### config.mk
export PLATFORM = sky130hd
export DESIGN_NAME = rd_dispatch_top
export DESIGN_NICKNAME = d
export VERILOG_FILES = /design/src/verilog/rd_cfg_pkg.sv /design/src/verilog/rd_isa_pkg.sv /design/src/verilog/buf_config_gen.sv /design/src/verilog/ddr_read_planner.sv /design/src/verilog/ins_dispatch_fsm.sv /design/src/verilog/rd_dispatch_top.sv
export SDC_FILE = /design/constraint.sdc
export NUM_CORES = 1
export LEC_CHECK = 0
export ABC_AREA = 1
export BUFFER_PORTS_ARGS = -buffer_cell sky130_fd_sc_hd__buf_4
export CORE_ASPECT_RATIO = 0.9
export CORE_MARGIN = 10
export CORE_UTILIZATION = 35
export CTS_CLUSTER_SIZE = 10
export DETAILED_ROUTE_END_ITERATION = 6
export PLACE_DENSITY_LB_ADDON = 0.1
export SYNTH_ARGS = -nofsm -noshare
export SYNTH_HDL_FRONTEND = slang
export SYNTH_HIERARCHICAL = 1
export SYNTH_SLANG_ARGS = --single-unit
### constraint.sdc
create_clock -name clk -period 9.95 [get_ports clk]
set_clock_uncertainty 0.15 [all_clocks]
set_input_delay 0.995 -clock clk [delete_from_list [all_inputs] [get_ports clk]]
set_output_delay 0.995 -clock clk [all_outputs]
set_load 0.1 [all_outputs]
### src/verilog/rd_cfg_pkg.sv
`default_nettype none

package rd_cfg_pkg;

    localparam int DDR_ADDR_W = 32;
    localparam int BURST_W    = 16;
    // bytes per pixel channel, as a shift
    localparam int LINE_SHIFT = 5;

    // quasi-static layer settings
    typedef struct packed {
        logic [3:0] layer_type;
        logic [7:0] in_img_width;
        logic [7:0] out_img_width;
        logic [3:0] in_ch_seg;
        logic [3:0] out_ch_seg;
        logic       depool;
    } layer_cfg_t;

    typedef struct packed {
        logic [3:0] mode;
        logic [7:0] idx_num;
    } ibuf_cfg_t;

    typedef struct packed {
        logic [3:0] mode;
        logic [3:0] ch_num;
        logic [3:0] row_num;
        logic [3:0] pix_num;
        logic       depool;
    } dbuf_cfg_t;

    // one DDR read request, burst_num rows spaced by step
    typedef struct packed {
        logic [DDR_ADDR_W-1:0] st_addr;
        logic [BURST_W-1:0]    burst;
        logic [DDR_ADDR_W-1:0] step;
        logic [BURST_W-1:0]    burst_num;
    } ddr_cmd_t;

    // dispatcher states
    typedef enum logic [1:0] {
        ST_IDLE = 2'b00,
        ST_CONF = 2'b01,
        ST_WORK = 2'b10
    } disp_state_t;

endpackage

`default_nettype wire

### src/verilog/rd_isa_pkg.sv
`default_nettype none

package rd_isa_pkg;

    localparam int INST_W = 64;

    // read opcodes, anything else is accepted and ignored
    typedef enum logic [3:0] {
        RD_OP_D  = 4'b0000,
        RD_OP_G  = 4'b0001,
        RD_OP_DW = 4'b0100
    } opcode_t;

    // read form of the instruction
    typedef struct packed {
        logic [1:0]  pad;
        opcode_t     opcode;
        logic [5:0]  buf_id;
        logic [3:0]  unused;
        logic [3:0]  row_num;
        logic [3:0]  pix_num;
        logic [7:0]  size;
        logic [31:0] st_addr;
    } ins_rd_t;

    // parameter form, row/pix fields become one transfer size
    typedef struct packed {
        logic [1:0]  pad;
        opcode_t     opcode;
        logic [5:0]  buf_id;
        logic [11:0] p_size;
        logic [7:0]  size;
        logic [31:0] st_addr;
    } ins_prm_t;

    typedef union packed {
        ins_rd_t  rd;
        ins_prm_t prm;
    } ins_word_u;

endpackage

`default_nettype wire

### src/verilog/buf_config_gen.sv
`default_nettype none
`timescale 1ns/1ns

module buf_config_gen
    import rd_isa_pkg::*;
    import rd_cfg_pkg::*;
#(
    parameter int PE_NUM = 32
) (
    input  wire              clk,
    input  wire              rst,
    input  wire              fire,
    input  wire ins_word_u   ins,
    input  wire layer_cfg_t  layer,
    input  wire              ibuf_done,
    input  wire              dbuf_done,

    output logic              ibuf_start,
    output ibuf_cfg_t         ibuf_cfg,
    output logic [PE_NUM-1:0] ibuf_mask,
    output logic              ibuf_ddr_sel,

    output logic              dbuf_start,
    output dbuf_cfg_t         dbuf_cfg,
    output logic [PE_NUM-1:0] dbuf_mask,
    output logic [1:0]        dbuf_ddr_sel,

    output logic              ddr1_ready_sel
);

    logic ibuf_hit;
    logic dbuf_hit;
    logic ibuf_done_q;
    logic dbuf_done_q;
    logic ibuf_done_rise;
    logic dbuf_done_rise;

    assign ibuf_hit = fire && (ins.rd.opcode == RD_OP_DW);
    assign dbuf_hit = fire && (ins.rd.opcode == RD_OP_D || ins.rd.opcode == RD_OP_G);

    // ==================================================
    // start pulses

    always_ff @(posedge clk) begin
        if (rst) begin
            ibuf_start <= 1'b0;
            dbuf_start <= 1'b0;
        end else begin
            ibuf_start <= ibuf_hit;
            dbuf_start <= dbuf_hit;
        end
    end

    // ==================================================
    // buffer configuration

    always_ff @(posedge clk) begin
        if (ibuf_hit) begin
            ibuf_cfg.mode    <= layer.layer_type;
            ibuf_cfg.idx_num <= ins.rd.size;
            // single PE or a group of four, chosen by layer type
            if (layer.layer_type[0]) begin
                ibuf_mask <= PE_NUM'(1) << ins.rd.buf_id;
            end else begin
                ibuf_mask <= PE_NUM'(4'hf) << {ins.rd.buf_id, 2'b00};
            end
        end
    end

    always_ff @(posedge clk) begin
        if (dbuf_hit) begin
            dbuf_cfg.mode    <= layer.layer_type;
            dbuf_cfg.ch_num  <= layer.in_ch_seg;
            dbuf_cfg.row_num <= ins.rd.row_num;
            dbuf_cfg.pix_num <= ins.rd.pix_num;
            dbuf_cfg.depool  <= layer.depool;
            // data goes to every PE
            dbuf_mask        <= '1;
        end
    end

    // ==================================================
    // DDR select levels

    // engines idle with done high, so no edge out of reset
    always_ff @(posedge clk) begin
        if (rst) begin
            ibuf_done_q <= 1'b1;
            dbuf_done_q <= 1'b1;
        end else begin
            ibuf_done_q <= ibuf_done;
            dbuf_done_q <= dbuf_done;
        end
    end

    assign ibuf_done_rise = ibuf_done & ~ibuf_done_q;
    assign dbuf_done_rise = dbuf_done & ~dbuf_done_q;

    always_ff @(posedge clk) begin
        if (rst) begin
            ibuf_ddr_sel <= 1'b0;
        end else if (ibuf_hit) begin
            ibuf_ddr_sel <= 1'b1;
        end else if (ibuf_done_rise) begin
            ibuf_ddr_sel <= 1'b0;
        end
    end

    // group read also claims the second channel
    always_ff @(posedge clk) begin
        if (rst) begin
            dbuf_ddr_sel <= 2'b00;
        end else if (dbuf_hit) begin
            dbuf_ddr_sel <= (ins.rd.opcode == RD_OP_G) ? 2'b11 : 2'b01;
        end else if (dbuf_done_rise) begin
            dbuf_ddr_sel <= 2'b00;
        end
    end

    // channel 1 ready goes to whichever buffer started last
    always_ff @(posedge clk) begin
        if (rst) begin
            ddr1_ready_sel <= 1'b0;
        end else if (dbuf_start) begin
            ddr1_ready_sel <= 1'b0;
        end else if (ibuf_start) begin
            ddr1_ready_sel <= 1'b1;
        end
    end

    // ==================================================
    // checks

    a_one_start: assert property (@(posedge clk) disable iff (rst)
        !(ibuf_start && dbuf_start));

    // FSM holds off a second instruction right after a start
    a_start_pulse: assert property (@(posedge clk) disable iff (rst)
        (ibuf_start || dbuf_start) |=> !(ibuf_start || dbuf_start));

endmodule

`default_nettype wire

### src/verilog/ddr_read_planner.sv
`default_nettype none
`timescale 1ns/1ns

module ddr_read_planner
    import rd_isa_pkg::*;
    import rd_cfg_pkg::*;
(
    input  wire              clk,
    input  wire              rst,
    input  wire              fire,
    input  wire ins_word_u   ins,
    input  wire layer_cfg_t  layer,

    output logic             ddr1_start,
    output ddr_cmd_t         ddr1_cmd,
    output logic             ddr2_start,
    output ddr_cmd_t         ddr2_cmd
);

    // layer sizes plus one, registered off the instruction path
    logic [4:0] in_seg_p1;
    logic [4:0] out_seg_p1;
    logic [8:0] in_width_p1;
    logic [8:0] out_width_p1;

    logic is_dw;
    logic is_dg;
    logic is_g;

    // strided row read, pix_num+1 pixels of seg_p1 channels per row
    function automatic ddr_cmd_t strided_cmd(
        input logic [DDR_ADDR_W-1:0] addr,
        input logic [3:0]            pix,
        input logic [4:0]            seg_p1,
        input logic [8:0]            width_p1,
        input logic [3:0]            rows
    );
        logic [4:0] pix_p1;
        ddr_cmd_t   cmd;
        pix_p1        = {1'b0, pix} + 5'd1;
        cmd.st_addr   = addr;
        cmd.burst     = (BURST_W'(pix_p1) * BURST_W'(seg_p1)) << LINE_SHIFT;
        cmd.step      = (DDR_ADDR_W'(pix_p1) * DDR_ADDR_W'(width_p1)) << LINE_SHIFT;
        cmd.burst_num = BURST_W'(rows);
        return cmd;
    endfunction

    always_ff @(posedge clk) begin
        in_seg_p1    <= {1'b0, layer.in_ch_seg} + 5'd1;
        out_seg_p1   <= {1'b0, layer.out_ch_seg} + 5'd1;
        in_width_p1  <= {1'b0, layer.in_img_width} + 9'd1;
        out_width_p1 <= {1'b0, layer.out_img_width} + 9'd1;
    end

    assign is_dw = (ins.rd.opcode == RD_OP_DW);
    assign is_g  = (ins.rd.opcode == RD_OP_G);
    assign is_dg = (ins.rd.opcode == RD_OP_D) || is_g;

    // ==================================================
    // channel 1

    always_ff @(posedge clk) begin
        if (rst) begin
            ddr1_start <= 1'b0;
        end else begin
            ddr1_start <= fire && (is_dw || is_dg);
        end
    end

    always_ff @(posedge clk) begin
        if (fire && is_dw) begin
            // weight index list is one contiguous burst
            ddr1_cmd.st_addr   <= ins.rd.st_addr;
            ddr1_cmd.burst     <= BURST_W'(ins.rd.size) + BURST_W'(1);
            ddr1_cmd.step      <= '0;
            ddr1_cmd.burst_num <= '0;
        end else if (fire && is_dg) begin
            ddr1_cmd <= strided_cmd(ins.rd.st_addr, ins.rd.pix_num, in_seg_p1,
                                    in_width_p1, ins.rd.row_num);
        end
    end

    // ==================================================
    // channel 2, second operand of a group read

    always_ff @(posedge clk) begin
        if (rst) begin
            ddr2_start <= 1'b0;
        end else begin
            ddr2_start <= fire && is_g;
        end
    end

    always_ff @(posedge clk) begin
        if (fire && is_g) begin
            ddr2_cmd <= strided_cmd(ins.rd.st_addr, ins.rd.pix_num, out_seg_p1,
                                    out_width_p1, ins.rd.row_num);
        end
    end

    a_ddr2_with_ddr1: assert property (@(posedge clk) disable iff (rst)
        ddr2_start |-> ddr1_start);

endmodule

`default_nettype wire

### src/verilog/ins_dispatch_fsm.sv
`default_nettype none
`timescale 1ns/1ns

module ins_dispatch_fsm
    import rd_cfg_pkg::*;
(
    input  wire  clk,
    input  wire  rst,
    input  wire  ins_valid,
    input  wire  ibuf_done,
    input  wire  dbuf_done,
    output logic ins_ready,
    output logic fire
);

    disp_state_t state;
    logic        ready_q;
    logic        all_done;

    assign all_done  = ibuf_done & dbuf_done;
    assign fire      = ins_valid & ready_q;
    assign ins_ready = ready_q;

    always_ff @(posedge clk) begin
        if (rst) begin
            state <= ST_IDLE;
        end else begin
            case (state)
                ST_IDLE: if (fire) state <= ST_CONF;
                // one cycle for the engines to pick up start
                ST_CONF: state <= ST_WORK;
                ST_WORK: if (all_done) state <= ST_IDLE;
                default: state <= ST_IDLE;
            endcase
        end
    end

    always_ff @(posedge clk) begin
        if (rst) begin
            ready_q <= 1'b1;
        end else if (fire) begin
            ready_q <= 1'b0;
        end else if (state == ST_WORK && all_done) begin
            ready_q <= 1'b1;
        end
    end

    // ==================================================
    // checks

    a_no_fire_busy: assert property (@(posedge clk) disable iff (rst)
        (state != ST_IDLE) |-> !fire);

    a_not_ready_conf: assert property (@(posedge clk) disable iff (rst)
        (state == ST_CONF) |-> !ins_ready);

endmodule

`default_nettype wire

### src/verilog/rd_dispatch_top.sv
`default_nettype none
`timescale 1ns/1ns

module rd_dispatch_top
    import rd_isa_pkg::*;
    import rd_cfg_pkg::*;
#(
    parameter int PE_NUM = 32
) (
    input  wire              clk,
    input  wire              rst,

    input  wire              ins_valid,
    input  wire ins_word_u   ins,
    output logic             ins_ready,
    input  wire layer_cfg_t  layer,
    input  wire              ibuf_done,
    input  wire              dbuf_done,

    output logic              ibuf_start,
    output ibuf_cfg_t         ibuf_cfg,
    output logic [PE_NUM-1:0] ibuf_mask,
    output logic              ibuf_ddr_sel,
    output logic              dbuf_start,
    output dbuf_cfg_t         dbuf_cfg,
    output logic [PE_NUM-1:0] dbuf_mask,
    output logic [1:0]        dbuf_ddr_sel,
    output logic              ddr1_ready_sel,

    output logic              ddr1_start,
    output ddr_cmd_t          ddr1_cmd,
    output logic              ddr2_start,
    output ddr_cmd_t          ddr2_cmd
);

    logic fire;

    // instruction union must fill the whole word
    if ($bits(ins_word_u) != INST_W) begin : g_width_check
        $error("instruction union does not match INST_W");
    end

    ins_dispatch_fsm i_ins_dispatch_fsm (
        .clk       (clk),
        .rst       (rst),
        .ins_valid (ins_valid),
        .ibuf_done (ibuf_done),
        .dbuf_done (dbuf_done),
        .ins_ready (ins_ready),
        .fire      (fire)
    );

    buf_config_gen #(
        .PE_NUM (PE_NUM)
    ) i_buf_config_gen (
        .clk            (clk),
        .rst            (rst),
        .fire           (fire),
        .ins            (ins),
        .layer          (layer),
        .ibuf_done      (ibuf_done),
        .dbuf_done      (dbuf_done),
        .ibuf_start     (ibuf_start),
        .ibuf_cfg       (ibuf_cfg),
        .ibuf_mask      (ibuf_mask),
        .ibuf_ddr_sel   (ibuf_ddr_sel),
        .dbuf_start     (dbuf_start),
        .dbuf_cfg       (dbuf_cfg),
        .dbuf_mask      (dbuf_mask),
        .dbuf_ddr_sel   (dbuf_ddr_sel),
        .ddr1_ready_sel (ddr1_ready_sel)
    );

    ddr_read_planner i_ddr_read_planner (
        .clk        (clk),
        .rst        (rst),
        .fire       (fire),
        .ins        (ins),
        .layer      (layer),
        .ddr1_start (ddr1_start),
        .ddr1_cmd   (ddr1_cmd),
        .ddr2_start (ddr2_start),
        .ddr2_cmd   (ddr2_cmd)
    );

endmodule

`default_nettype wire

==> flow_summary.ini <==
[worst_setup_path]
crit_end = i_ddr_read_planner/ddr2_cmd[34]$_DFFE_PP_
r2r_start = i_ddr_read_planner/out_width_p1[3]$_DFF_P_
rr_worst_depth = 13
critPathRequiredTime_ns = 10.11
reg2reg_slack_ns = 6.21
cp-end-kind = register
crit_start = ins[40]
worst_ep_arrival_time_ns = 5.17
crit_type = in -> reg
worstPathMaxFanout = 18
start_kind = input pin
rr_endpoint = i_ddr_read_planner/ddr2_cmd[34]$_DFFE_PP_

[logic_synthesis]
async_flop_share_pct = 0
synthAdderAreaFrac_pct = 17.4
synth-seq-cells = 227
syn-cell-area_sq_um = 13100
yosys.area.top_type_share_pct = 38.5
syn_inst = 1342
synth-xor-area-share_pct = 2.21
netlist_top_cells_area = edfxtp_1 39%, fa_1 9.2%, dfxtp_1 9.0%
yosysTopAreaCell = edfxtp_1
yosysWarnings = 6
yosysSeqAreaShare_pct = 47.6
synth.area.mux_share_pct = 0
yosysMostFrequentCell = inv_1
ys_types = 45
synthFlopType = edfxtp_1
synth_top_family_by_area = adder cells
avgSynthCellArea_sq_um = 9.76
synth_compound_area_share_pct = 4.56
synth_common_cells = 242 x inv_1, 226 x nand2_1, 168 x edfxtp_1
synth-edff-count = 168
yosys.area_share.simple_pct = 14.5

[placement]
place_worst_setup_slack_ns = 4.31
place.gp.congestion = 0.801
numPortBuffers = 286
dp_hpwl_microns = 28000

[global_routing]
antenna_found_initial = 4
grt_pass1_vias = 9564
grt_pass1_wl_microns = 55000
grt_max_degree = 50
overflow = 0
grt_usage_pct = 15.1

[cts]
hold_buffers = 0
htree_levels = 1
cts-root-buf = clkbuf_16
numClockSinks = 227
clkLatencyLatePin_ns = 0.56
post_cts_buffers = 0
cts.clk_slew.worst_paths_ns = 0.06
cts_tree = built
cts_buffers = 28
cts_buffer_depth = 3
cts_resized = 0

[hold_path]
hold_path_class = reg -> reg

[floorplan]
coreArea_sq_um = 37100
fp.dieArea_sq_um = 45600
start_util_pct = 35.3
die_w_microns = 224
row_count = 67
io_pins = 392
fp.dieH_microns = 203

[route]
drt-initial-drc-count = 489
drt_wl_total_microns = 35600
wire_per_inst_microns = 16.6
vias = 9408
drtAntennaViolNets = 0
drc = 0
dr.pass1.iters = 5
viasPerCell = 4.38

[sta]
rsz0062_at_grt = no
final_max_slew_viol_count = 0
tns_ns = 0
setup_ws_ns = 4.93
finalSetupViolCount = 0
maxSlewHeadroom_pct = 28.6
fmax_mhz = 199
max_slew.worst_pin.slew_ns = 1.07
period_needed_ns = 5.02
finalCritPeriodShare_pct = 50.4
finalHoldViolations = 0

[run_status]
outcome = completed

[final_layout]
syn_to_final_growth_pct = 24.4
nets = 1885
nFillCells = 3737
drive_above_1_share_pct = 21.4

[run]
cap_violations = 0

[power_and_ir_drop]
peakVddDrop_uv = 151
power.density_nw_per_um2 = 189
power.leakage_nw = 7.90
## cells by family (layout without fill, tap and decap cells)
family / after synthesis / count (layout)
AO/OA/AOI/OAI: 100 / 100
XOR/XNOR: 33 / 33
adder cells (fa/ha/maj): 146 / 146
buffers and inverters: 370 / 594
flip-flops: 227 / 227
other: 2 / 100
AND/OR/NAND/NOR: 464 / 464
## worst max-delay path, stage by stage
cell and delay [ns]:
buf_4 0.24, nand3_1 0.10, nand2_1 0.08, nand2_2 0.27
inv_1 0.61, nand2_1 0.16, fa_1 0.53, fa_1 0.52
fa_1 0.54, inv_1 0.04, ha_1 0.36, a21oi_1 0.24
o21ai_2 0.13, nand3_1 0.09, nand3_1 0.10, xor2_1 0.15
## flip-flops by register name, summed over array words and instances (netlist names), 2 cells and up
signal,count
i_buf_config_gen/ibuf_cfg,12
i_buf_config_gen/dbuf_ddr_sel,2
i_ddr_read_planner/out_seg_p1,5
i_ins_dispatch_fsm/state,2
i_ddr_read_planner/in_seg_p1,5
i_ddr_read_planner/in_width_p1,9
i_ddr_read_planner/ddr1_cmd,65
i_ddr_read_planner/out_width_p1,9
i_ddr_read_planner/ddr2_cmd,60
i_buf_config_gen/ibuf_mask,32
i_buf_config_gen/dbuf_cfg,17
## how the worst min path moves through the flow
stage / startpoint / cells after the start / to / slack (ns)
global route: i_ins_dispatch_fsm/state[1]$_SDFFE_PP0P_ / 1 / i_ins_dispatch_fsm/state[0]$_SDFFE_PP0P_ / 0.28
finish: i_ins_dispatch_fsm/state[1]$_SDFFE_PP0P_ / 1 / i_ins_dispatch_fsm/state[0]$_SDFFE_PP0P_ / 0.28
CTS: i_ins_dispatch_fsm/state[1]$_SDFFE_PP0P_ / 1 / i_ins_dispatch_fsm/state[0]$_SDFFE_PP0P_ / 0.27
global placement: i_ins_dispatch_fsm/state[1]$_SDFFE_PP0P_ / 1 / i_ins_dispatch_fsm/state[0]$_SDFFE_PP0P_ / 0.26
floorplan: i_ins_dispatch_fsm/state[1]$_SDFFE_PP0P_ / 1 / i_ins_dispatch_fsm/state[0]$_SDFFE_PP0P_ / 0.25
detailed placement: i_ins_dispatch_fsm/state[1]$_SDFFE_PP0P_ / 1 / i_ins_dispatch_fsm/state[0]$_SDFFE_PP0P_ / 0.27
## per-layer routing
| metal | up-vias | track usage (%) | share of wire [%] |
|---|---|---|---|
| met3 | 42 | 4.28 | 6.7 |
| met2 | 265 | 25.0 | 47 |
| li1 | 4653 | - | - |
| met1 | 4442 | 19.3 | 45 |
| met4 | 6 | 3.21 | 1.7 |
| met5 | - | 0 | 0.12 |
## final cells by class
cell class	count	area, sq um	share of cell area, %
timing repair buffer	293	2200	13.5
antenna	1	2.50	0.0154
sequential	227	6230	38.2
inverter	249	936	5.75
clock buffer	49	811	4.98
multi-input combinational	842	5440	33.4
clock inverter	3	68.8	0.423
tap	483	604	3.71
## report_power, final
part | internal, W | switching, W | total [W]
clock | 0.000577 | 0.000392 | 0.000970
combinational | 0.000247 | 0.000762 | 0.00101
sequential | 0.00107 | 0.0000253 | 0.00110
total | 0.00190 | 0.00118 | 0.00308
## stage by stage
step | hold slack, ns | total power [W] | instances | util [%] | instance area, sq um
after floorplan | 0.247 | 0.00196 | 1439 | - | 13500
after global placement | 0.260 | 0.00213 | 2094 | 41.6 | 15400
after detailed placement | 0.266 | 0.00214 | 2094 | 41.6 | 15400
after CTS | 0.273 | 0.00313 | 2146 | 43.9 | 16300
after global routing | 0.284 | 0.00326 | 2147 | 44.0 | 16300
final | 0.276 | 0.00308 | 2147 | 44.0 | 16300
## cell usage in the layout, fill, tap and decap left out, drive strengths merged
cell      n
buf     293
inv     248
nand2   229
edfxtp  168
nor2    164
conb     99
ha       86
fa       60
dfxtp    59
nand3    50
clkbuf   49
o21ai    42
a21oi    37
xor2     27
nor3      8
nand4     6
xnor2     6
a22o      6
a21o      3
o21bai    3
or2       3
clkinv    3
nor3b     2
a32o      2
diode     1
bufinv    1
a31oi     1
nand3b    1
o22ai     1
o211ai    1
o32ai     1
o211a     1
o31ai     1
o21a      1
nor4      1
No activity file was read; power rests on OpenSTA's default activity.
